[src/rtl/mem_pipe_defines.svh]
`ifndef MEM_PIPE_DEFINES_SVH
`define MEM_PIPE_DEFINES_SVH

// data SRAM geometry
`define DSRAM_AW 8                     // word address bits
`define DSRAM_DEPTH (1 << `DSRAM_AW)   // 256 words

// data TLB
`define TLB_ENTRIES 4
`define TLB_IDX_W 2                    // index into the entry array

// all exceptions vector here, eret goes back to EPC
`define EXC_VECTOR 32'hBFC0_0380

`endif
[src/rtl/mem_pipe_pkg.sv]
package mem_pipe_pkg;

    // memory stage operations
    typedef enum logic [3:0] {
        op_none = 4'd0,
        op_lb   = 4'd1,
        op_lbu  = 4'd2,
        op_lh   = 4'd3,
        op_lhu  = 4'd4,
        op_lw   = 4'd5,
        op_sb   = 4'd6,
        op_sh   = 4'd7,
        op_sw   = 4'd8,
        op_eret = 4'd9
    } mem_op_e;

    // MIPS Cause.ExcCode numbering
    typedef enum logic [4:0] {
        exc_none = 5'd0,
        exc_mod  = 5'd1,   // store to clean page
        exc_tlbl = 5'd2,   // load miss / invalid
        exc_tlbs = 5'd3,   // store miss / invalid
        exc_adel = 5'd4,
        exc_ades = 5'd5,
        exc_ri   = 5'd10   // carried from execute
    } exc_code_e;

endpackage

[src/rtl/cp0_exc_regs.sv]
`timescale 1ns/1ps

module cp0_exc_regs (
    input  logic                    clk,
    input  logic                    reset,
    input  logic                    exc_commit,
    input  mem_pipe_pkg::exc_code_e exc_code,
    input  logic [31:0]             exc_pc,
    input  logic [31:0]             exc_badvaddr,
    input  logic                    exc_badv_we,
    input  logic                    eret_commit,
    output logic [31:0]             epc,
    output logic [31:0]             badvaddr,
    output mem_pipe_pkg::exc_code_e exccode,
    output logic                    exl
);
    import mem_pipe_pkg::*;

    always_ff @(posedge clk) begin
        if (reset) begin
            epc      <= '0;
            badvaddr <= '0;
            exccode  <= exc_none;
            exl      <= 1'b0;
        end else begin
            if (exc_commit) begin
                exccode <= exc_code;
                exl     <= 1'b1;
                if (!exl) begin
                    epc <= exc_pc;            // nested fault keeps first pc
                end
            end else if (eret_commit) begin
                exl <= 1'b0;
            end
            if (exc_badv_we) begin
                badvaddr <= exc_badvaddr;     // address and TLB faults only
            end
        end
    end

endmodule

[config.mk]
export PLATFORM = sky130hd
export DESIGN_NAME = cp0_exc_regs
export DESIGN_NICKNAME = d
export VERILOG_FILES = /design/src/rtl/mem_pipe_defines.svh /design/src/rtl/mem_pipe_pkg.sv /design/src/rtl/cp0_exc_regs.sv
export SDC_FILE = /design/constraint.sdc
export NUM_CORES = 1
export LEC_CHECK = 0
export BUFFER_PORTS_ARGS = -buffer_cell sky130_fd_sc_hd__clkbuf_2
export CELL_PAD_IN_SITES_DETAIL_PLACEMENT = 0
export CELL_PAD_IN_SITES_GLOBAL_PLACEMENT = 1
export CORE_MARGIN = 1.5
export CORE_UTILIZATION = 36
export CTS_CLUSTER_DIAMETER = 150
export DETAILED_ROUTE_END_ITERATION = 12
export MAX_ROUTING_LAYER = met4
export PLACE_DENSITY = 0.9
export SYNTH_ARGS = -nofsm -noshare
export SYNTH_HDL_FRONTEND = slang
export SYNTH_SLANG_ARGS = --single-unit
[constraint.sdc]
create_clock -name clk -period 1.7 [get_ports clk]
set_clock_uncertainty 0.2 [all_clocks]
set_input_delay 0.085 -clock clk [delete_from_list [all_inputs] [get_ports clk]]
set_output_delay 0.085 -clock clk [all_outputs]
set_load 0.01 [all_outputs]
# Yosys cells after proc, flatten, opt, wreduce, memory -nomap -nowiden

Cells that the tools add are included.

Add/sub/neg operators: 0
$mul: 0
Div/mod/pow operators: 0
Order comparisons: 0
Equality and inequality tests: 0
Shifts and indexed selects: 0
Mux-type cells: 2
Bitwise operators: 1
Reduce and logical (&&, ||, !) cells: 2

Operator list:

| kind              | number |
|---|---|
| $mux 1            | 2 |
| $reduce_and 2->1  | 1 |
| $reduce_bool 2->1 | 1 |
| $not 1->1         | 1 |

Register bits after elaboration: 70
Latch bits: 0
Bits in writable memories: 0
Memory bits (read-only): 0
Output and inout bits: 70
Logic and storage cells: 9
Memories: 0

# Longest topological paths before layout

Depth after elaboration: 2
Depth in mapped cells: 4

# Worst setup path after synthesis

OpenSTA, ideal clock, no wires.

Path type: register to register
From: register exl
To: register epc[10]
Data arrival time: 0.853 ns
Data required time: 1.381 ns
Setup slack: 0.528 ns
Cell stages (with the launch flop): 4
Period minus slack after synthesis: 1.172 ns
Cell sequence: dfxtp_1 -> clkbuf_1 -> nand4bb_1 -> o21ai_1

Longest elaborated chain between the ends: 2

Ends and longest elaborated chain:

| what                       | RTL line           | text |
|---|---|---|
| from (decl)                | cp0_exc_regs.sv:15 | `output logic exl` |
| from (signal assigned)     | cp0_exc_regs.sv:24 | `exl <= 1'b0;` |
| from (signal assigned)     | cp0_exc_regs.sv:28 | `exl <= 1'b1;` |
| from (signal assigned)     | cp0_exc_regs.sv:33 | `exl <= 1'b0;` |
| $not 1->1 (no line)        | n/a                |  |
| $reduce_and 2->1 (no line) | n/a                |  |
| to (signal assigned)       | cp0_exc_regs.sv:30 | `epc <= exc_pc;` |
| to (decl)                  | cp0_exc_regs.sv:12 | `output logic [31:0] epc,` |

No other way between the ends.
A chain may end at the register's enable or synchronous reset.

# Worst setup path in the final report

From: register exl
To: register epc[22]

The elaborated chain is that of the path after synthesis.

==> flow_metrics.env <==
export IMPL_dieArea_sq_mm=0.008431
export IMPL_yosysSeqAreaShare=0.4934
export IMPL_slew_headroom=0.7930
export IMPL_finalCriticalPeriod_ns=1.626
export IMPL_p_leak_nw=2.255
export IMPL_total_power_mw=4.249
export IMPL_clk_latency_ns=0.33
export IMPL_diodes=0
export IMPL_criticalPathCategory="register to register"
export IMPL_overflow=0
export IMPL_p_per_area_mw_per_mm2=878.9
export IMPL_grt_pass1_wl_mm=14.20
export IMPL_instances_no_fill=612
export IMPL_tightest_slew_ns=0.3106
export IMPL_cts_htree_levels=3
export IMPL_final_core_util=0.6289
export IMPL_ys_ff_latch=70
export IMPL_hpwl_mm=4.764
export IMPL_critPathArrivalTime_ns=1.70
export IMPL_nets=579
export IMPL_start_util=0.3695
export IMPL_drcViolationCount=0
export IMPL_p_int_mw=3.268
export IMPL_ios=144
export IMPL_path_max_fanout=11
export IMPL_clkPwrFrac=0.409
export IMPL_drive_above_1_share=0.3314
export IMPL_synth_area_leaders="dfxtp_1, mux2i_1, nand4bb_1"
export IMPL_vias=2892
export IMPL_synth_cells=269
export IMPL_required_ns=1.77
export IMPL_rsz0062_at_grt="no"
export IMPL_grt_antenna_before_repair=0
export IMPL_worst_slack_ns=0.07351
export IMPL_post_cts_setup_buffers=0
export IMPL_cts_tree="done"
export IMPL_drtIter0Drc=73
export IMPL_hp_class="input port to register"
export IMPL_syn_num_nets=343
export IMPL_switching_share=0.2309
export IMPL_tns_ns=0
export IMPL_fmax_mhz=614.8
export IMPL_finalMaxSlewViolations=0
export IMPL_antenna_left=0
export IMPL_seqPwrFrac=0.423
export IMPL_fp_dieW_microns=91.82
export IMPL_first_pass_iters=4
export IMPL_report_final_hold_viol_count=0
export IMPL_preCtsSetupSlack_ns=0.4286
export IMPL_drt_total_wl_mm=8.810
export IMPL_cts_sinks=70
export IMPL_cap_violations=0
export IMPL_cts_buffers=9
export IMPL_start_kind="register"
export IMPL_yosys_warnings=0
export IMPL_yosys_area_top_type="dfxtp_1"
export IMPL_grt_pass1_vias=2987
export IMPL_dieHeight_microns=91.82
export IMPL_endpoint_kind="register"
export IMPL_setup_violations=0
export IMPL_run_status="complete, no violations"
export IMPL_dp_cells=498
export IMPL_synth_area_sq_mm=0.002840
export IMPL_clk_pin_slew_worst_paths_ns=0.07
export IMPL_postSynthAreaPerCell_sq_um=10.56
export IMPL_cts_root_buf="clkbuf_8"
export IMPL_grt_use_total=0.2182
export IMPL_power_switching_mw=0.9812
export IMPL_rows=32
export IMPL_port_buffer_count=143
export IMPL_area_growth_syn_to_layout_pct=70.22
export IMPL_combinationalPowerShare=0.168
export IMPL_vias_per_cell=4.725
export IMPL_synth_top_cell_area_share=0.4934
export IMPL_clockBufferDepth=2
export IMPL_peakVddDrop_uv=468.1
export IMPL_fin_crit_sh=0.9568
export IMPL_grt_max_degree=65
export IMPL_place_gp_congestion=0.7369
export IMPL_core_sq_mm=0.007687
export IMPL_wl_per_cell_microns=14.40
export IMPL_ys_types=14
logic make-up after synthesis:
group           after synthesis  synth area share
simple gates                103            0.2515
flops                        70            0.4934
mux                          37            0.1304
compound gates               33           0.05815
buf+inv                      26           0.06652
state kept, by name (all words and copies together) (netlist names):
signal	count
badvaddr	32
epc	32
exccode	5
exl	1
power groups by stage:
stage	clock (mW)	combinational, mW	sequential [mW]
2_1_floorplan	0	0.253	1.87
6_report	1.74	0.712	1.80
4_1_cts	1.77	0.694	1.79
3_3_place_gp	0	0.507	1.83
5_1_grt	1.87	0.767	1.81
3_5_place_dp	0	0.519	1.83
area by class of cell:
cell class                      count  area [sq um]
Clock inverter                      6         133.9
Fill cell                         588          2853
Timing Repair Buffer              250          1789
Tap cell                          102         127.6
Sequential cell                    70          1403
Multi-Input combinational cell    173          1250
Inverter                            1         3.754
Clock buffer                       10         127.6
repair_timing:
action	in CTS	in global routing
hold buffers	98	0
endpoints found under the setup margin	0	1
gates resized for setup	0	1
hold endpoints to repair	70	0
metrics by stage:
| stage | instance area (sq um) | hold WS, ns |
|---|---|---|
| 2_1_floorplan | 2840 | 0.03220 |
| 3_3_place_gp | 3591 | 0.1205 |
| 3_5_place_dp | 3591 | 0.1255 |
| 4_1_cts | 4833 | 0.0007440 |
| 5_1_grt | 4835 | 0.009414 |
| 6_report | 4835 | 0.03055 |
worst max-delay path, stage by stage (launching register included):
cell and delay [ns]:
dfxtp_2 0.34, buf_4 0.16, nand4bb_1 0.19, dlygate4sd3_1 0.59, o21ai_1 0.07
layer usage:
| layer | vias to the layer above | track usage | part of all wire |
|---|---|---|---|
| li1 | 1403 | - | - |
| met2 | 145 | 0.3563 | 0.47 |
| met1 | 1326 | 0.2542 | 0.42 |
| met4 | 0 | 0.07308 | 0.016 |
| met3 | 18 | 0.06965 | 0.088 |
| met5 | - | - | 0 |
Yosys cell counts:
master	n
clkbuf_2	1
nand2b_1	33
o21ai_1	32
nand4bb_1	32
buf_6	9
a21oi_1	1
mux2i_1	37
clkinv_1	1
buf_4	3
buf_2	9
nor2b_2	1
nor2_1	37
clkbuf_1	3
dfxtp_1	70
final timing paths:
path	start	endpoint	slack, ns	cells after the start
max	exl	epc[22]	0.07	4
max reg2reg	exl	epc[22]	0.07	4
min reg2reg	epc[22]	epc[22]	0.27	2
min	reset	badvaddr[26]	0.03	3
placed cells by master (no fill, tap or decap):
| cell | count |
|---|---|
| clkbuf_8 | 9 |
| buf_12 | 2 |
| dlygate4sd3_1 | 98 |
| buf_4 | 7 |
| nand2b_1 | 33 |
| clkbuf_1 | 1 |
| dfxtp_2 | 1 |
| clkinv_2 | 1 |
| dfxtp_1 | 69 |
| clkinv_1 | 1 |
| clkbuf_2 | 143 |
| bufinv_16 | 4 |
| mux2i_1 | 37 |
| a21oi_1 | 1 |
| nor2b_2 | 1 |
| o21ai_1 | 32 |
| nand4bb_1 | 32 |
| clkinv_4 | 1 |
| nor2_1 | 37 |
Note: power is estimated with default switching activity, not from simulation.
