### config.mk
export PLATFORM = sky130hd
export DESIGN_NAME = m1_stage
export DESIGN_NICKNAME = d
export VERILOG_FILES = /design/src/rtl/mem_pipe_pkg.sv /design/src/rtl/m1_stage.sv
export VERILOG_INCLUDE_DIRS = /design/src /design/src/rtl
export SDC_FILE = /design/constraint.sdc
export NUM_CORES = 1
export LEC_CHECK = 0
export ABC_AREA = 1
export BUFFER_PORTS_ARGS = -buffer_cell sky130_fd_sc_hd__buf_2
export CORE_AREA = 2 2 148 150
export DETAILED_ROUTE_END_ITERATION = 8
export DIE_AREA = 0 0 150 152
export PLACE_DENSITY = 0.59
export SETUP_SLACK_MARGIN = 0.4
export SYNTH_ARGS = -nofsm -noshare
export SYNTH_HDL_FRONTEND = slang
export SYNTH_SLANG_ARGS = --single-unit
### constraint.sdc
create_clock -name clk -period 12.4 [get_ports clk]
set_input_delay 1.86 -clock clk [delete_from_list [all_inputs] [get_ports clk]]
set_output_delay 1.86 -clock clk [all_outputs]
set_load 0.005 [all_outputs]
### src/rtl/mem_pipe_defines.svh
`ifndef MEM_PIPE_DEFINES_SVH
`define MEM_PIPE_DEFINES_SVH

// data SRAM geometry
`define DSRAM_AW 8                     // word address bits
`define DSRAM_DEPTH (1 << `DSRAM_AW)   // 256 words

// data TLB
`define TLB_ENTRIES 4
`define TLB_IDX_W 2                    // index into the entry array

// all exceptions vector here, eret goes back to EPC
`define EXC_VECTOR 32'hBFC0_0380

`endif
### src/rtl/mem_pipe_pkg.sv
package mem_pipe_pkg;

    // memory stage operations
    typedef enum logic [3:0] {
        op_none = 4'd0,
        op_lb   = 4'd1,
        op_lbu  = 4'd2,
        op_lh   = 4'd3,
        op_lhu  = 4'd4,
        op_lw   = 4'd5,
        op_sb   = 4'd6,
        op_sh   = 4'd7,
        op_sw   = 4'd8,
        op_eret = 4'd9
    } mem_op_e;

    // MIPS Cause.ExcCode numbering
    typedef enum logic [4:0] {
        exc_none = 5'd0,
        exc_mod  = 5'd1,   // store to clean page
        exc_tlbl = 5'd2,   // load miss / invalid
        exc_tlbs = 5'd3,   // store miss / invalid
        exc_adel = 5'd4,
        exc_ades = 5'd5,
        exc_ri   = 5'd10   // carried from execute
    } exc_code_e;

endpackage

### src/rtl/m1_stage.sv
`timescale 1ns/1ps
`include "mem_pipe_defines.svh"

module m1_stage (
    input  logic                    clk,
    input  logic                    reset,
    input  logic                    in_valid,
    output logic                    in_allowin,
    input  mem_pipe_pkg::mem_op_e   in_op,
    input  logic [31:0]             in_pc,
    input  logic [31:0]             in_addr,
    input  logic [31:0]             in_wdata,
    input  logic                    in_ex,
    input  logic                    ms_allowin,
    output logic [19:0]             tlb_vpn,
    input  logic                    tlb_hit,
    input  logic [19:0]             tlb_pfn,
    input  logic                    tlb_v,
    input  logic                    tlb_d,
    output logic                    sram_en,
    output logic [3:0]              sram_we,
    output logic [`DSRAM_AW-1:0]    sram_addr,
    output logic [31:0]             sram_wdata,
    output logic                    exc_commit,
    output mem_pipe_pkg::exc_code_e exc_code,
    output logic [31:0]             exc_pc,
    output logic [31:0]             exc_badvaddr,
    output logic                    exc_badv_we,
    output logic                    eret_commit,
    input  logic [31:0]             exc_epc,
    output logic                    flush,
    output logic [31:0]             flush_target,
    output logic                    m1_to_ms_valid,
    output mem_pipe_pkg::mem_op_e   m1_to_ms_op,
    output logic [31:0]             m1_to_ms_pc,
    output logic [1:0]              m1_to_ms_offset,
    output mem_pipe_pkg::exc_code_e m1_to_ms_code,
    output logic                    m1_to_ms_ex
);
    import mem_pipe_pkg::*;

    logic        m1_valid;
    mem_op_e     m1_op;
    logic [31:0] m1_pc;
    logic [31:0] m1_addr;
    logic [31:0] m1_wdata;
    logic        m1_carried;
    logic        is_load;
    logic        is_store;
    logic        misaligned;
    logic        has_exc;
    logic        leaving;
    logic [3:0]  strobe;
    logic [31:0] paddr;

    assign leaving    = m1_valid & ms_allowin;
    assign flush      = exc_commit | eret_commit;
    assign in_allowin = (~m1_valid | ms_allowin) & ~flush;   // no entry while flushing

    always_ff @(posedge clk) begin
        if (reset) begin
            m1_valid <= 1'b0;
        end else if (in_allowin) begin
            m1_valid <= in_valid;
        end else if (ms_allowin) begin
            m1_valid <= 1'b0;                                 // faulting instr left
        end
    end

    always_ff @(posedge clk) begin
        if (in_valid && in_allowin) begin
            m1_op      <= in_op;
            m1_pc      <= in_pc;
            m1_addr    <= in_addr;
            m1_wdata   <= in_wdata;
            m1_carried <= in_ex;
        end
    end

    assign is_load  = m1_op inside {op_lb, op_lbu, op_lh, op_lhu, op_lw};
    assign is_store = m1_op inside {op_sb, op_sh, op_sw};
    assign tlb_vpn  = m1_addr[31:12];
    assign paddr    = {tlb_pfn, m1_addr[11:0]};

    always_comb begin
        case (m1_op)
            op_lh, op_lhu, op_sh: misaligned = m1_addr[0];
            op_lw, op_sw:         misaligned = |m1_addr[1:0];
            default:              misaligned = 1'b0;
        endcase
    end

    // carried first, then alignment, TLB, dirty bit
    always_comb begin
        if (m1_carried) begin
            exc_code = exc_ri;
        end else if (misaligned) begin
            exc_code = is_store ? exc_ades : exc_adel;
        end else if ((is_load || is_store) && !(tlb_hit && tlb_v)) begin
            exc_code = is_store ? exc_tlbs : exc_tlbl;
        end else if (is_store && !tlb_d) begin
            exc_code = exc_mod;
        end else begin
            exc_code = exc_none;
        end
    end

    assign has_exc      = exc_code != exc_none;
    assign exc_commit   = leaving & has_exc;
    assign eret_commit  = leaving & ~has_exc & (m1_op == op_eret);
    assign exc_badv_we  = exc_commit & ~m1_carried;
    assign exc_pc       = m1_pc;
    assign exc_badvaddr = m1_addr;
    assign flush_target = exc_commit ? `EXC_VECTOR : exc_epc;

    // byte lanes and replicated store data
    always_comb begin
        case (m1_op)
            op_sb: begin
                strobe     = 4'b0001 << m1_addr[1:0];
                sram_wdata = {4{m1_wdata[7:0]}};
            end
            op_sh: begin
                strobe     = m1_addr[1] ? 4'b1100 : 4'b0011;
                sram_wdata = {2{m1_wdata[15:0]}};
            end
            default: begin
                strobe     = {4{is_store}};
                sram_wdata = m1_wdata;
            end
        endcase
    end

    assign sram_en   = leaving & ~has_exc & (is_load | is_store);
    assign sram_we   = sram_en ? strobe : 4'b0000;
    assign sram_addr = paddr[`DSRAM_AW+1:2];

    assign m1_to_ms_valid  = m1_valid;
    assign m1_to_ms_op     = m1_op;
    assign m1_to_ms_pc     = m1_pc;
    assign m1_to_ms_offset = m1_addr[1:0];
    assign m1_to_ms_code   = exc_code;
    assign m1_to_ms_ex     = has_exc;

endmodule

* Word-level counts from Yosys, hierarchy flattened
Index checks and enable logic that the tools add are counted.
W data, S select, Z words.
** Operators by class
- Equal/unequal tests :: 9
- Shifts and indexed selects :: 1
- Muxes and demuxes :: 14
- Bitwise operators :: 14
- Reduce and logical (&&, ||, !) cells :: 14
** Operators with widths (number)
- $pmux W32 S2 :: 1
- $mux W32 :: 1
- $eq A4 B3 Y1 const B :: 4
- $mux W4 :: 3
- $reduce_bool A5 Y1 :: 2
- $eq A4 B2 Y1 const B :: 2
- $eq A4 B4 Y1 const B :: 2
- $pmux W4 S2 :: 1
- $and A1 B1 Y1 :: 7
- $mux W1 :: 5
- $eq A4 B1 Y1 const B :: 1
- $logic_and A1 B1 Y1 :: 4
- $not A1 Y1 :: 4
- $reduce_or A2 Y1 :: 2
- $shl A1 B2 Y4 const A :: 1
- $mux W3 :: 1
- $or A1 B1 Y1 :: 3
- $reduce_bool A3 Y1 :: 1
- $reduce_or A3 Y1 :: 1
- $logic_not A1 Y1 :: 2
- $mux W2 :: 1
- $pmux W1 S2 :: 1
- $reduce_bool A2 Y1 :: 1
- $logic_or A1 B1 Y1 :: 1
** Storage, ports and cells
- Register bits :: 102
- Output and inout bits :: 216
- Word-level logic and storage cells :: 58

* Depth between registers and ports, before layout
- Word-level depth :: 15
- Mapped depth :: 13

* Least setup slack after synthesis
Ideal clock, no wire load.
- Path type :: input -> register
- From :: input port tlb_hit
- To :: register m1_addr[0], in the netlist exc_badvaddr[0] (enable)
- Arrival :: 6811 ps
- Path slack :: 5028 ps
- Cell stages on the path :: 8
- Path buffers :: 0
- Cells stage by stage :: nand2_1 > nand3_1 > nand2_1 > o21ai_2 > nand2_4 > o21bai_1 > nand2_1 > nor2_1
** On the way
- Longest elaborated chain between the ends :: 14
- Elaborated cells between the ends (all ways) :: 15
** Ends and longest elaborated chain
- start, declared :: line m1_stage.sv:16 : input logic tlb_hit,
- $logic_and A1 B1 Y1 * :: line m1_stage.sv:99 : end else if ((is_load || is_store) && !(tlb_hit && tlb_v)) begin
- $logic_not A1 Y1 * :: line m1_stage.sv:99
- $logic_and A1 B1 Y1 * :: line m1_stage.sv:99
- $mux W2 * :: line m1_stage.sv:99
- $mux W3 * :: line m1_stage.sv:97 : end else if (misaligned) begin
- $mux W4 * :: line m1_stage.sv:95 : if (m1_carried) begin
- $reduce_bool A5 Y1 * :: line m1_stage.sv:108 : assign has_exc = exc_code != exc_none;
- via m1_to_ms_ex :: line m1_stage.sv:38 : output logic m1_to_ms_ex
- $not A1 Y1 :: line m1_stage.sv:110 : assign eret_commit = leaving & ~has_exc & (m1_op == op_eret);
- $and A1 B1 Y1 (2 in series) :: line m1_stage.sv:110
- $or A1 B1 Y1 * :: line m1_stage.sv:57 : assign flush = exc_commit | eret_commit;
- $not A1 Y1 * :: line m1_stage.sv:58 : assign in_allowin = (~m1_valid | ms_allowin) & ~flush;
- $and A1 B1 Y1 * :: line m1_stage.sv:58
- $logic_and A1 B1 Y1 * :: line m1_stage.sv:71 : if (in_valid && in_allowin) begin
- end signal, assigned :: line m1_stage.sv:74 : m1_addr <= in_addr;
- end, declared :: line m1_stage.sv:45 : logic [31:0] m1_addr;
Mark *: on every way through the listed nets, which the timed path passes. The rest lies on a longest branch.
A chain may end at the register's enable or synchronous reset.

* Worst setup path in the final report
- From :: input port tlb_hit
- To :: output port flush_target[24]
** On the way
- Longest elaborated chain between the ends :: 9
** Ends and longest elaborated chain
- $logic_and A1 B1 Y1 :: line m1_stage.sv:99
- $logic_not A1 Y1 :: line m1_stage.sv:99
- $logic_and A1 B1 Y1 :: line m1_stage.sv:99
- $mux W2 :: line m1_stage.sv:99
- $mux W3 :: line m1_stage.sv:97
- $mux W4 :: line m1_stage.sv:95
- $reduce_bool A5 Y1 :: line m1_stage.sv:108
- $and A1 B1 Y1 :: line m1_stage.sv:109 : assign exc_commit = leaving & has_exc;
- $mux W32 :: line m1_stage.sv:114 : assign flush_target = exc_commit ? `EXC_VECTOR : exc_epc;
- end, declared :: line m1_stage.sv:32 : output logic [31:0] flush_target,
No other way between the ends.

==> impl_results.md <==
* I/O pin total at 376
* Crit-path max cell delay at 370 ps
* Worst EP arrival at 3220 ps
* Tmin final at 5078 ps
* CTS Buf Count at 9
* Fmax at 196.9 MHz
* Setup TNS at 0 ps
* Area share of and/or/nand/nor cells after synthesis at 0.1148
* Area delta synth->final at 40.26%
* Kind of critical path: in2out
* WL/cell at 15.02 µm
* CP top delay family: simple AND/OR/NAND/NOR gates
* Final GP Congestion at 0.8252
* Post_cts resized at 0
* Worst-Margin Slew at 891.5 ps
* Core area at 21350 µm²
* H-tree depth reported by CTS at 3
* Synth cell types at 28
* Layout Nets at 829
* RSZ-0062 raised after global routing: false
* Mean Syn Cell Area at 11.89 µm²
* CTS tree: built
* Postcts setup bufs at 0
* Final setup vio count at 0
* Final Cycle Share at 0.4096
* Crit path launch type: input port
* XOR/XNOR Fraction of Synth Area at 0
* Pwr per Cell Area at 129.4 nW/µm²
* Final WL at 14330 µm
* Post-synthesis cell count at 385
* Hold WC Path Type: reg2reg
* Sequential area share after synthesis at 0.6668
* Vias in the first global route at 3344
* HPWL after DPL at 11400 µm
* Fraction of layout cells with a size suffix above 1 at 0.5831
* Grt total ovfl at 0
* Initial core utilization at 0.2144
* #FFs+latches synth at 102
* Seq pwr share at 0.505
* Final ANT Viol Nets at 0
* Initial antenna violation count at 0
* Mapped Area at 4578 µm²
* Compound-gate portion of the synthesized area at 0.03471
* Worst Path Required at 10540 ps
* Switching pwr at 0.2203 mW
* Number of warnings issued by yosys at 0
* Switching share of total power at 0.2652
* Fill count at 2227
* Gate power share at 0.140
* Clk buf depth at 2
* Crit path max fanout at 33
* Drt first pass iters at 4
* Initial DRC Count at 138
* Worst hold path depth at 4
* Hold Vio Cnt, Final at 0
* Final core occ at 0.3008
* Mux cell area share after synthesis at 0
* Max_slew headroom at 0.4050
* Clock sink count at 102
* Routed via count at 3607
* Max-slew violation count at 0
* CP Capture Type: output port
* Outcome: finished, final reports clean
* Clock power frac at 0.355
* Crit-path cells: buf_2, nand2_1, nand3_1, nand2_1, o21ai_2, nand2_4, nand3_2, inv_2, or2_1, buf_2
* Hold_buf cts at 0
* Most common cell after layout, fill and taps aside: buf_2
* First-pass GRT wire length at 19800 µm
* Crit-path slowest cell: inv_2
* Internal power at 0.6105 mW
* Worst skew pair latency at 350 ps
* P_leak at 3.184 nW
* Die Width at 150 µm
* Max-Cap Viols at 0
* Worst Skew at 11.82 ps
* Die height at 152 µm
* Via density at 3.781
* Largest net degree at the start of global routing at 67
* Die ar. at 22800 µm²
* Main combinational cell family by area after synthesis: buffers and inverters
* Highest-count cells in the layout ignoring fill and taps: buf_2 (353), edfxtp_1 (101), nand2_1 (57)
* Critical path depth at 10
* Core Rows at 54
* Count of port buffers added during placement at 353
* Peak supply drop at 59.49 µV
* Root Driver: clkbuf_16
* Reg2Reg Depth at 12
* # DRC at 0
* Adder-cell area share of the yosys netlist at 0
* # diodes at 0
* Clk pin slew, worst setup/hold paths at 80 ps
* GRT Util Overall at 0.1193
* CP Buf/Inv Count at 3
metrics by stage:
step,worst slack [ps],hold WS (ps),area (µm²),instances,power (mW)
after floorplan,5028,615.3,4582,386,0.4893
after global placement,7351,639.0,6102,938,0.5457
after detailed placement,7314,653.2,6102,938,0.5472
after CTS,7313,671.7,6421,954,0.8497
after global routing,7161,743.7,6421,954,0.8708
final,7322,660.0,6421,954,0.8308
cells in the mapped netlist:
master / instances / area (µm²)
or2_2: 3 / 18.77
a21oi_1: 6 / 30.03
nor2_2: 5 / 31.28
or2_4: 1 / 8.760
dfxtp_1: 1 / 20.02
nand2_4: 1 / 11.26
conb_1: 1 / 3.750
o21ai_1: 1 / 5.000
o22ai_1: 7 / 43.79
o21ai_2: 1 / 8.760
inv_2: 4 / 15.01
nand3_2: 1 / 10.01
edfxtp_1: 101 / 3033
or2_1: 9 / 56.30
nand2_1: 57 / 214.0
buf_4: 79 / 593.1
nor3_4: 1 / 16.27
nand3_1: 4 / 20.02
nor3_1: 1 / 5.000
clkbuf_1: 3 / 11.26
buf_6: 2 / 22.52
o21bai_1: 1 / 7.510
nor2_1: 28 / 105.1
o21ai_0: 11 / 55.05
nor2_4: 2 / 22.52
nand4_1: 1 / 6.260
inv_1: 52 / 195.2
a21oi_2: 1 / 8.760
sequential cells by signal (all words and copies together), names as in the netlist:
register,cells
m1_carried,1
exc_badvaddr,32
m1_to_ms_valid,1
exc_pc,32
m1_to_ms_op,4
m1_wdata,32
metal layers:
| layer | up-vias | track usage | part of all wire |
|---|---|---|---|
| li1 | 1738 | - | - |
| met1 | 1630 | 0.1263 | 0.37 |
| met2 | 231 | 0.2214 | 0.52 |
| met3 | 8 | 0.04024 | 0.097 |
| met4 | 0 | 0.03504 | 0.013 |
| met5 | - | 0 | 0 |
cells by family after synthesis:
kind of cell	Yosys count
simple gates	114
other cells	1
buf+inv	140
flops	102
compound gates	28
power groups by stage:
stage	Sequential, mW	Combinational, mW	Clock, mW
after floorplan	0.430	0.0592	0
after global placement	0.427	0.118	0
after detailed placement	0.427	0.120	0
after CTS	0.420	0.120	0.310
after global routing	0.423	0.130	0.318
final	0.420	0.116	0.295
worst min-delay path: stages, from the launching register on:
cell	delay [ps]
dfxtp_1	390
nand2_1	90
inv_1	50
a21oi_1	40
nor2_1	70
final cells by class:
cell class | count | area [µm²] | area share
flip-flops and latches | 102 | 3053 | 0.4754
repair buffers | 356 | 1789 | 0.2786
multi-input cells | 144 | 699.4 | 0.1089
well taps | 280 | 350.3 | 0.05456
clock buffers | 9 | 225.2 | 0.03507
inverters | 56 | 210.2 | 0.03274
clock inverters | 7 | 93.84 | 0.01461
final timing paths:
kind	startpoint	to	slack (ps)
worst max-delay path	tlb_hit	flush_target[24]	7320
worst min-delay path	m1_to_ms_valid$_SDFFE_PP0P_	m1_to_ms_valid$_SDFFE_PP0P_	660
worst max register to register	m1_to_ms_op[0]$_DFFE_PP_	m1_to_ms_op[2]$_DFFE_PP_	8700
worst min register to register	m1_to_ms_valid$_SDFFE_PP0P_	m1_to_ms_valid$_SDFFE_PP0P_	660
(Power assumes the default switching activity.)
