File: config.mk
export PLATFORM = sky130hd
export DESIGN_NAME = dtlb_lookup
export DESIGN_NICKNAME = d
export VERILOG_FILES = /design/src/rtl/dtlb_lookup.sv
export VERILOG_INCLUDE_DIRS = /design/src /design/src/rtl
export SDC_FILE = /design/constraint.sdc
export NUM_CORES = 1
export LEC_CHECK = 0
export BUFFER_PORTS_ARGS = -buffer_cell sky130_fd_sc_hd__buf_2
export CAP_MARGIN = 20
export CORE_UTILIZATION = 40
export CTS_BUF_LIST = sky130_fd_sc_hd__clkbuf_2 sky130_fd_sc_hd__clkbuf_4 sky130_fd_sc_hd__clkbuf_8
export CTS_CLUSTER_DIAMETER = 200
export DETAILED_ROUTE_END_ITERATION = 6
export GPL_TIMING_DRIVEN = 0
export SYNTH_ARGS = -nofsm -noshare
export SYNTH_HDL_FRONTEND = slang
export SYNTH_SLANG_ARGS = --single-unit
File: constraint.sdc
create_clock -name clk -period 2 [get_ports clk]
set_input_delay 0.2 -clock clk [delete_from_list [all_inputs] [get_ports clk]]
set_output_delay 0.2 -clock clk [all_outputs]
set_load 0.02 [all_outputs]
File: src/rtl/mem_pipe_defines.svh
`ifndef MEM_PIPE_DEFINES_SVH
`define MEM_PIPE_DEFINES_SVH

// data SRAM geometry
`define DSRAM_AW 8                     // word address bits
`define DSRAM_DEPTH (1 << `DSRAM_AW)   // 256 words

// data TLB
`define TLB_ENTRIES 4
`define TLB_IDX_W 2                    // index into the entry array

// all exceptions vector here, eret goes back to EPC
`define EXC_VECTOR 32'hBFC0_0380

`endif
File: src/rtl/dtlb_lookup.sv
`timescale 1ns/1ps
`include "mem_pipe_defines.svh"

module dtlb_lookup (
    input  logic                  clk,
    input  logic                  reset,
    input  logic                  tlb_we,
    input  logic [`TLB_IDX_W-1:0] tlb_index,
    input  logic [19:0]           tlb_vpn_w,
    input  logic [19:0]           tlb_pfn_w,
    input  logic                  tlb_v_w,
    input  logic                  tlb_d_w,
    input  logic [19:0]           vpn,
    output logic                  hit,
    output logic [19:0]           pfn,
    output logic                  v,
    output logic                  d
);

    logic [19:0] vpn_q [`TLB_ENTRIES];
    logic [19:0] pfn_q [`TLB_ENTRIES];
    logic        v_q   [`TLB_ENTRIES];
    logic        d_q   [`TLB_ENTRIES];

    // entry write, seen by lookups from the next cycle
    always_ff @(posedge clk) begin
        if (reset) begin
            for (int i = 0; i < `TLB_ENTRIES; i++) begin
                vpn_q[i] <= '0;
                pfn_q[i] <= '0;
                v_q[i]   <= 1'b0;
                d_q[i]   <= 1'b0;
            end
        end else if (tlb_we) begin
            vpn_q[tlb_index] <= tlb_vpn_w;
            pfn_q[tlb_index] <= tlb_pfn_w;
            v_q[tlb_index]   <= tlb_v_w;
            d_q[tlb_index]   <= tlb_d_w;
        end
    end

    // parallel compare against all entries
    always_comb begin
        hit = 1'b0;
        pfn = '0;
        v   = 1'b0;
        d   = 1'b0;
        for (int i = 0; i < `TLB_ENTRIES; i++) begin
            if (vpn_q[i] == vpn) begin
                hit = 1'b1;
                pfn = pfn_q[i];
                v   = v_q[i];
                d   = d_q[i];
            end
        end
    end

endmodule

Word-level counts from Yosys, hierarchy flattened
Memories as Yosys holds them, arrays and structs flattened.
Index checks and enable logic that the tools add are counted.
{ "totals": {"elab_cells": 45, "register_bits": 0, "inputBits": 67, "output_inout_bits": 23, "ram_bits": 168, "n_memories": 4} }
{ "memory_table": {"columns": ["memory", "words", "width", "read_ports", "rd_clocked_by_memory_dff", "wr", "line", "rtl"], "rows": [
  ["pfn_q", 4, 20, 4, 0, 4, "dtlb_lookup.sv:21", "logic [19:0] pfn_q [`TLB_ENTRIES];"],
  ["vpn_q", 4, 20, 4, 0, 4, "dtlb_lookup.sv:20", "logic [19:0] vpn_q [`TLB_ENTRIES];"],
  ["d_q", 4, 1, 4, 0, 4, "dtlb_lookup.sv:23", "logic d_q [`TLB_ENTRIES];"],
  ["v_q", 4, 1, 4, 0, 4, "dtlb_lookup.sv:22", "logic v_q [`TLB_ENTRIES];"]
]} }
{ "classes": {"n_reduce_logical": 4, "mux": 33, "eq_ne": 4} }
{ "ops": {"columns": ["cell", "n"], "rows": [
  ["$mux 20", 6],
  ["$eq 20x20->1", 4],
  ["$reduce_or 20->1", 2],
  ["$mux 1", 23],
  ["$mux 2", 4],
  ["$reduce_or 1->1", 2]
]} }

Depth between registers and ports, before layout
Gate-level depths: netlist (run 1).
{ "depth": {"ltp_word": 5, "depth_mapped": 7, "ltp_nobuf": 6} }

Worst setup path before layout (run 1)
No wires, ideal clock.
{ "synth_path": {"path_kind": "register to output", "startpoint": "memory vpn_q[1][7]", "endpoint": "output port d", "n_path_buf": 1, "t_required_ns": 1.800, "path_stages_with_launch": 7, "t_arrival_ns": 1.667, "path_slack_ns": 0.133, "path_cell_list": "edfxtp_1 -> xor2_1 -> nor4_2 -> nand3_2 -> buf_4 -> mux2i_1 -> o22ai_1"} }
{ "synth_rtl": {"columns": ["item", "line", "rtl"], "rows": [
  ["from (decl)", "dtlb_lookup.sv:20", null],
  ["to (decl)", "dtlb_lookup.sv:17", "output logic d"]
]} }

==> results of run 1 <==
==> through the flow <==
stage	setup WS [ps]	total power [W]	utilization [%]	cell area (sq um)	hold WS (ps)
finish	-716	0.00734	50.4	9880	46.9
global route	-824	0.00759	50.4	9880	30.3
CTS	-685	0.00737	49.6	9710	23.2
detailed placement	-457	0.00491	45.4	8890	514
global placement	-648	0.00487	45.0	8810	505
floorplan	133	0.00460	-	8030	398
==> how the worst min path moves through the flow <==
stage | cells past startpoint | startpoint | slack (ps) | end
3_3_place_gp | 2 | tlb_vpn_w[10] | 500 | vpn_q[2][10]
3_5_place_dp | 2 | tlb_vpn_w[10] | 510 | vpn_q[0][10]
4_1_cts | 2 | tlb_vpn_w[10] | 20 | vpn_q[0][10]
2_1_floorplan | 1 | tlb_d_w | 400 | d_q[0]
6_report | 2 | tlb_vpn_w[10] | 50 | vpn_q[0][10]
5_1_grt | 2 | tlb_pfn_w[7] | 30 | pfn_q[2][7]
==> area by class of cell <==
class | instances | area [sq um]
Buffer | 30 | 206
Antenna cell | 1 | 2.50
Clock buffer | 18 | 241
Multi-Input combinational cell | 400 | 3120
Timing Repair Buffer | 107 | 767
Sequential cell | 168 | 5040
Inverter | 1 | 3.75
Tap cell | 265 | 332
Fill cell | 1750 | 9710
Clock inverter | 14 | 158
==> layer usage <==
| metal | vias up | global-route usage, % | share of wire [%] |
|---|---|---|---|
| met2 | 108 | 34.0 | 49 |
| met1 | 2487 | 27.4 | 44 |
| li1 | 2378 | - | - |
| met3 | 15 | 4.53 | 5.6 |
| met4 | 0 | 5.54 | 1.1 |
| met5 | - | 0 | 0 |
==> power by group through the flow <==
stage | sequential (W) | clock (W) | combinational, W
after global placement | 0.00431 | 0 | 0.000556
after detailed placement | 0.00432 | 0 | 0.000590
after global routing | 0.00427 | 0.00263 | 0.000695
after CTS | 0.00424 | 0.00250 | 0.000635
after floorplan | 0.00429 | 0 | 0.000301
final | 0.00424 | 0.00246 | 0.000639
==> placed cells by master (no fill, tap or decap), types with 11 or more instances in the layout <==
cell type  synthesis  final
and2_1           168    168
edfxtp_1         168    168
buf_2              3     76
xnor2_1           44     39
xor2_1            36     35
and3_1            23     23
mux2i_1           21     19
a21boi_1          19     19
buf_6              0     18
clkbuf_8           0     17
clkbuf_1          21     16
nor2_1            22     15
buf_4              6     14
o22ai_2           10     14
nand4_1           11     11
==> critical path, delay by kind of cell (launching register included) <==
kind / cells / cell delay (ps)
AND/OR/NAND/NOR: 4 / 850
buffers and inverters: 3 / 410
flip-flops: 1 / 410
XOR/XNOR: 1 / 260
AO/OA/AOI/OAI: 1 / 120
==> cells by family after synthesis <==
group                  count (synthesis)  share of synthesized area, %
flip-flops                           168                          62.8
AO/OA/AOI/OAI                         46                          4.83
XOR/XNOR                              80                          8.72
AND/OR/NAND/NOR                      251                          19.1
buffers and inverters                 31                          1.78
multiplexers                          22                          2.76
==> flip-flops by register name (all words and copies together) (netlist names) <==
| signal | cells |
|---|---|
| vpn_q | 80 |
| pfn_q | 80 |
| d_q | 4 |
| v_q | 4 |
==> timing repair <==
item,in CTS,in global routing
cloned,5,0
gates resized for setup,67,37
setup buffers,9,1
setup endpoints to repair,23,23
pin swaps,12,7
==> impl_metrics.yaml, run 1 <==
yosys:
  synth_nets: 665
  syn_avg_cell_area_sq_um: 13.4
  synth_ff_type: "edfxtp_1"
  async_reset_ff_share_pct: 0
  syn-cell-area_sq_um: 8030
  yosys_warnings: 0
  netlist.area_leader.share_pct: 62.8
  synth_cell_types: 32
  synthCells: 598
  seq_area_frac_synth_pct: 62.8
  synth_edf_count: 168
  yosys_register_bits: 168
  synthTopCellsByArea: "edfxtp_1 (63%), and2_1 (13%), xnor2_1 (4.8%)"
  synth.largest_area_cell: "edfxtp_1"
  synth_commonest_cells: "and2_1 (168), edfxtp_1 (168), xnor2_1 (44)"
drt:
  wl_microns: 20000
  drtIter0Drc: 279
  vias_per_cell: 4.97
  ant_nets: 0
  drc_errors: 0
  vias: 4988
  wire_per_inst_microns: 19.9
  drt_first_pass_iters: 4
die:
  coreArea_sq_um: 19600
  ios: 90
  die_area_sq_um: 20700
  num_rows: 51
  die_h_microns: 144
  die_w_microns: 144
  initial_core_util_pct: 41.0
clock_network:
  cts_buffer_depth: 2
  root_buffer: "clkbuf_8"
  clock_sinks: 168
  ctsHoldBuffers: 0
  clkTransAtPathRegs_ps: 90
  numCtsBuffers: 17
  h-tree-depth: 4
  tritoncts: "built"
sta:
  max_slew_margin_pct: 42.1
  post-route-period-util_pct: 136
  finalSetupTns_ps: -15530
  fin_crit_ps: 2720
  tightest_slew_ps: 862
  rsz0062_at_grt: "true"
  setup_viol: 23
  finalHoldViolCount: 0
  fin_ws_ps: -716
  drv_slew: 0
  fmax_ghz: 0.368
global_route:
  grt_pass1_wl_microns: 30200
  grt_pass1_vias: 5230
  grt_max_degree: 31
  antenna_found_initial: 2
  grt_usage_pct: 20.6
  grt_overflow: 0
place:
  place_hpwl_microns: 13200
  gp_congestion: 0.769
  post-place-cells: 956
  port_buffers: 89
setup_path:
  cp_slowest_cell: "edfxtp_1"
  cp_slowest_stage_delay_ps: 410
  endpoint: "hit"
  cpMostUsedCell: "buf_6"
  path_class: "flip-flop to output pin"
  worstPathArrival_ps: 2520
  crit_start: "vpn_q[3][4]"
  cp_cell_sequence: "xnor2_2 > nand4_1 > nor3_4 > nand3_4 > o21ai_4 > buf_6 > buf_6 > nand3b_1 > buf_6"
  cp-start-kind: "flip-flop"
  worstPathRequired_ps: 1800
  cp_max_fo: 5
  cp-end-kind: "output pin"
power_and_ir_drop:
  powerDensity_nw_per_um2: 743
  p_int_w: 0.00563
  clkPwrFrac_pct: 33.5
  seqPwrFrac_pct: 57.8
  p_sw_share_pct: 23.3
  leakage_nw: 3.90
  combPwrFrac_pct: 8.7
  peakVddDrop_mv: 0.365
  switchingPower_w: 0.00171
final_layout:
  synthToLayoutAreaGrowth_pct: 23.0
  drive_above_1_share_pct: 27.5
  final_nets: 792
  fin_cells: 1004
job:
  drv_cap: 0
min_path:
  hold_class: "input pin to flip-flop"
status:
  run_status: "finished with violations"
  violations: "negative setup slack"
(Power assumes the default switching activity.)
==> inputs of run 2 (changes only) <==
Settings changed: ABC_AREA from default to 1, CTS_BUF_LIST sky130_fd_sc_hd__clkbuf_2 sky130_fd_sc_hd__clkbuf_4 sky130_fd_sc_hd__clkbuf_8 to default.
==> run 2 against run 1 <==
The run still ends with negative setup slack left. Global-route usage increased by 0.73 points. Critical path type unchanged. Maximum frequency increased by 9.1%. Combinational power increased by 36%. Critical path depth increased by 2. Via count increased by 31%. Sequential power about the same. Die area increased by 6.9%. Total power increased by 11%. First-iteration DRC count increased by 100%.
==> impl_metrics.yaml, run 2 <==
status:
  run_status: "finished with violations"
  violations: "negative setup slack"
yosys:
  synthTopCellsByArea: "edfxtp_1 (59%), nor2_1 (10%), nand2_1 (8.8%)"
  synth-simple-area-share_pct: 24.7
  synth-compound-area-share_pct: 3.10
  yosys_warnings: 0
  synth_most_common_cell: "nor2_1"
  yosys_register_bits: 168
  synth.largest_area_cell: "edfxtp_1"
  netlist.area_leader.share_pct: 58.7
  synthCells: 960
  synth_nets: 1027
  syn_avg_cell_area_sq_um: 8.96
  synth_ff_type: "edfxtp_1"
  synth_top_family_by_area: "simple AND/OR/NAND/NOR gates"
  synthAdderAreaFrac_pct: 0
  synth_commonest_cells: "nor2_1 (229), nand2_1 (202), edfxtp_1 (168)"
  synth_mux_area_share_pct: 0
  synth_xor_area_share_pct: 4.79
  async_reset_ff_share_pct: 0
  syn-cell-area_sq_um: 8600
  synth_edf_count: 168
  seq_area_frac_synth_pct: 58.7
  synth_cell_types: 33
clock_network:
  h-tree-depth: 4
  root_buffer: "clkbuf_16"
  numCtsBuffers: 17
  clkTransAtPathRegs_ps: 70
  tritoncts: "built"
  cts_buffer_depth: 2
  clock_sinks: 168
  ctsHoldBuffers: 0
final_layout:
  synthToLayoutAreaGrowth_pct: 21.5
  largestRegisters: "pfn_q (80), vpn_q (80)"
  final_cell_mix: "nor2_1 (220), nand2_1 (193), edfxtp_1 (168)"
  nFillCells: 1963
  antenna_cells: 0
  post-route-util_pct: 49.7
  layout_commonest_cell: "nor2_1"
  final_nets: 1140
  drive_above_1_share_pct: 21.4
power_and_ir_drop:
  peakVddDrop_mv: 0.604
  switchingPower_w: 0.00209
  clkPwrFrac_pct: 37.0
  seqPwrFrac_pct: 52.3
  total_power_w: 0.00813
  leakage_nw: 4.54
  p_sw_share_pct: 25.7
  combPwrFrac_pct: 10.7
  p_int_w: 0.00604
  powerDensity_nw_per_um2: 778
die:
  die_area_sq_um: 22100
  coreArea_sq_um: 21000
  die_h_microns: 149
  ios: 90
  die_w_microns: 149
  num_rows: 53
  initial_core_util_pct: 40.9
setup_path:
  cp_slowest_cell: "edfxtp_1"
  path_class: "flip-flop to output pin"
  cp_slowest_stage_delay_ps: 410
  cpMostUsedCell: "nand2_1"
  cp_cell_sequence: "xnor2_2 > nand2_1 > nor2_2 > nand3_2 > nor2_4 > inv_2 > buf_6 > nand2_1 > nand2_1 > a21oi_2 > buf_4"
  worstPathArrival_ps: 2290
  cp-start-kind: "flip-flop"
  cp-end-kind: "output pin"
  cp_max_fo: 10
  worstPathRequired_ps: 1800
drt:
  drc_errors: 0
  drt_first_pass_iters: 4
  wl_microns: 22400
  wire_per_inst_microns: 16.5
  vias: 6551
  drtIter0Drc: 564
  vias_per_cell: 4.82
  ant_nets: 0
sta:
  fin_ws_ps: -490
  setup_viol: 23
  fmax_ghz: 0.402
  rsz0062_at_grt: "true"
  drv_slew: 0
  finalSetupTns_ps: -10090
  finalHoldViolCount: 0
  post-route-period-util_pct: 125
  tightest_slew_ps: 868
  fin_crit_ps: 2490
  max_slew_margin_pct: 41.9
global_route:
  grt_max_degree: 27
  grt_pass1_wl_microns: 34400
  grt_usage_pct: 21.4
  antenna_found_initial: 0
  grt_overflow: 0
  grt_pass1_vias: 6242
job:
  drv_cap: 0
place:
  place_hpwl_microns: 15400
  gp_congestion: 0.848
  port_buffers: 80
min_path:
  hold_class: "input pin to flip-flop"
==> run 2: kinds of logic (layout without fill, tap and decap cells) <==
logic type                count (synthesis)  count (layout)
xor gates and xnor gates                 47              47
and+or+nand+nor                         517             517
AOI/OAI and AO/OA                        43              43
buffers and inverters                   185             310
DFF                                     168             168
==> run 2: per-stage QoR <==
stage / instances / setup slack [ps] / hold WS (ps) / cell area (sq um)
final: 1360 / -490 / 110 / 10400
after global placement: 1315 / -1150 / 548 / 9370
after floorplan: 960 / -61.5 / 443 / 8620
after global routing: 1360 / -566 / 108 / 10400
after detailed placement: 1321 / -669 / 548 / 9500
after CTS: 1356 / -508 / 104 / 10300
==> run 2: final timing paths <==
check,from,endpoint,cells after the start
max,vpn_q[1][3],d,11
min,tlb_pfn_w[12],pfn_q[0][12],3
==> run 2: repair_timing <==
item | 4_1_cts | 5_1_grt
setup endpoints to repair | 91 | 49
buffers inserted | 3 | 3
pin swaps | 6 | 8
gates cloned | 1 | 1
gates resized for setup | 63 | 34
==> run 2: power groups by stage <==
stage / sequential (W) / combinational (W) / clock [W]
after floorplan: 0.00430 / 0.000507 / 0
after global placement: 0.00432 / 0.000776 / 0
after detailed placement: 0.00432 / 0.000825 / 0
after CTS: 0.00425 / 0.000853 / 0.00304
after global routing: 0.00428 / 0.000956 / 0.00317
final: 0.00425 / 0.000868 / 0.00301
==> run 2: per-layer routing <==
metal | vias to the layer above | global-route usage (%) | wire, microns
li1 | 3231 | - | -
met1 | 3059 | 28.9 | 9830
met2 | 213 | 33.7 | 10500
met3 | 48 | 3.83 | 1390
met4 | 0 | 9.02 | 653
met5 | - | 0 | 0
==> run 2: worst max-delay path, delay by kind of cell, from the launching register on <==
kind	cells	cell delay [ps]
simple gates	6	650
buf+inv	3	400
compound gates	1	180
xor+xnor	1	220
flops	1	410
==> run 2: cell type report <==
cell class,count,area [sq um],area share [%]
plain buffers,44,284,2.72
clock buffers,17,425,4.07
repair buffers,94,683,6.54
inverters,141,529,5.07
flip-flops and latches,168,5040,48.3
clock inverters,14,104,0.994
well taps,275,344,3.29
multi-input cells,607,3030,29.0
==> inputs of run 3 (changes only) <==
==> constraint.sdc (replaced) <==
create_clock -name clk -period 2.3 [get_ports clk]
set_input_delay 0.23 -clock clk [delete_from_list [all_inputs] [get_ports clk]]
set_output_delay 0.23 -clock clk [all_outputs]
set_load 0.01 [all_outputs]
==> run 3 against run 2 <==
The flow still finishes with violations (negative setup slack). Hold slack better by 29 ps. Setup slack better by 260 ps. Combinational power down 14%. Sequential cell count unchanged. Cell area up 0.29%. Die area unchanged. Cell count unchanged. Global-route usage about the same. Largest power group unchanged.
==> impl_metrics.yaml, run 3 (synthesis gave the netlist of run 2 again) <==
status:
  run_status: "finished with violations"
  violations: "negative setup slack"
die:
  ios: 90
  initial_core_util_pct: 40.9
  die_h_microns: 149
  die_w_microns: 149
  coreArea_sq_um: 21000
  die_area_sq_um: 22100
  num_rows: 53
sta:
  rsz0062_at_grt: "true"
  fin_ws_ps: -234
  fin_crit_ps: 2530
  post-route-period-util_pct: 110
  tightest_slew_ps: 767
  max_slew_margin_pct: 48.6
  drv_slew: 0
  finalSetupTns_ps: -4190
  setup_viol: 23
  finalHoldViolCount: 0
  fmax_ghz: 0.395
setup_path:
  cp_max_fo: 5
  cp-start-kind: "flip-flop"
  path_class: "flip-flop to output pin"
  worstPathRequired_ps: 2070
  cp-end-kind: "output pin"
  crit_start: "vpn_q[0][12]"
  worstPathArrival_ps: 2300
global_route:
  antenna_found_initial: 0
  grt_pass1_vias: 6373
  grt_overflow: 0
  grt_pass1_wl_microns: 34700
  grt_max_degree: 32
  grt_usage_pct: 21.3
drt:
  wl_microns: 22500
  drtIter0Drc: 425
  ant_nets: 0
  vias_per_cell: 4.78
  wire_per_inst_microns: 16.5
  drt_first_pass_iters: 5
  drc_errors: 0
  vias: 6498
clock_network:
  clock_sinks: 168
  clkTransAtPathRegs_ps: 60
  cts_buffer_depth: 2
  numCtsBuffers: 17
  ctsHoldBuffers: 0
  tritoncts: "built"
  root_buffer: "clkbuf_16"
  h-tree-depth: 4
min_path:
  hold_class: "input pin to flip-flop"
  hold_path.startpoint: "tlb_vpn_w[15]"
power_and_ir_drop:
  combPwrFrac_pct: 10.1
  p_int_w: 0.00558
  switchingPower_w: 0.00182
  powerDensity_nw_per_um2: 707
  leakage_nw: 4.57
  peakVddDrop_mv: 0.535
  clkPwrFrac_pct: 40.0
  p_sw_share_pct: 24.6
  seqPwrFrac_pct: 49.9
final_layout:
  final_cell_mix: "nor2_1 (223), nand2_1 (178), edfxtp_1 (168)"
  layout_commonest_cell: "nor2_1"
  post-route-util_pct: 49.8
  synthToLayoutAreaGrowth_pct: 21.8
  drive_above_1_share_pct: 22.1
  largestRegisters: "pfn_q (80), vpn_q (80)"
  stdcell_area_sq_um: 10500
  antenna_cells: 0
  final_nets: 1140
place:
  port_buffers: 80
  gp_congestion: 0.877
  place_hpwl_microns: 15600
  dpl_cell_area_sq_um: 9520
job:
  drv_cap: 0
[run 3: changes by cell type in the layout (fill, tap and decap cells not counted), moves of 3 or more]
cell	change
bufinv_16	+3
nand2_2	+16
buf_4	-15
nand2_1	-15
buf_8	-4
nor2_1	+3
buf_6	-4
buf_2	+19
[run 3: final timing paths]
check / end / slack, ps / cells after the start
max: pfn[3] / -230 / 11
min: vpn_q[0][15] / 140 / 3
[run 3: layout make-up]
cell class,count,area (sq um)
Fill cell,1996,10500
Clock inverter,14,175
Multi-Input combinational cell,607,3030
Clock buffer,17,425
Sequential cell,168,5040
Tap cell,275,344
Timing Repair Buffer,94,653
Inverter,141,532
Buffer,44,272
[run 3: per-stage QoR]
step	cells	hold slack, ps	setup WS, ps	total power, W
after floorplan	960	473	18.0	0.00418
after global placement	1315	575	-1410	0.00443
after detailed placement	1321	582	-360	0.00448
after CTS	1360	130	-227	0.00741
after global routing	1360	145	-335	0.00765
final	1360	138	-234	0.00740
[run 3: routing by layer]
metal  vias to the layer above  GRT usage, %  part of all wire (%)
met5                         -             0                     0
met4                         0          8.09                   2.2
met3                        31          3.47                   5.7
met2                       200          33.8                    47
met1                      3028          29.3                    45
li1                       3239             -                     -
[run 3: repair_timing]
action                     4_1_cts  5_1_grt
buffers inserted                 5        0
setup endpoints to repair       23       49
cloned                           3        0
resized for setup               41       35
pin swaps                       14       23
[run 3: power by group through the flow]
stage / registers [W] / clock network (W) / logic, W
global placement: 0.00376 / 0 / 0.000673
floorplan: 0.00374 / 0 / 0.000440
finish: 0.00370 / 0.00296 / 0.000745
global route: 0.00372 / 0.00310 / 0.000827
detailed placement: 0.00376 / 0 / 0.000723
CTS: 0.00370 / 0.00297 / 0.000743
[run 3: worst max-delay path, stage by stage, from the launching register on]
cell and delay (ps):
edfxtp_1 410, xnor2_2 250, nand2_2 120, nor2_4 110
nand3_2 90, nor2_4 230, buf_6 170, nand2_1 60
nand2_2 60, nand2_2 60, a21oi_2 150, buf_2 150
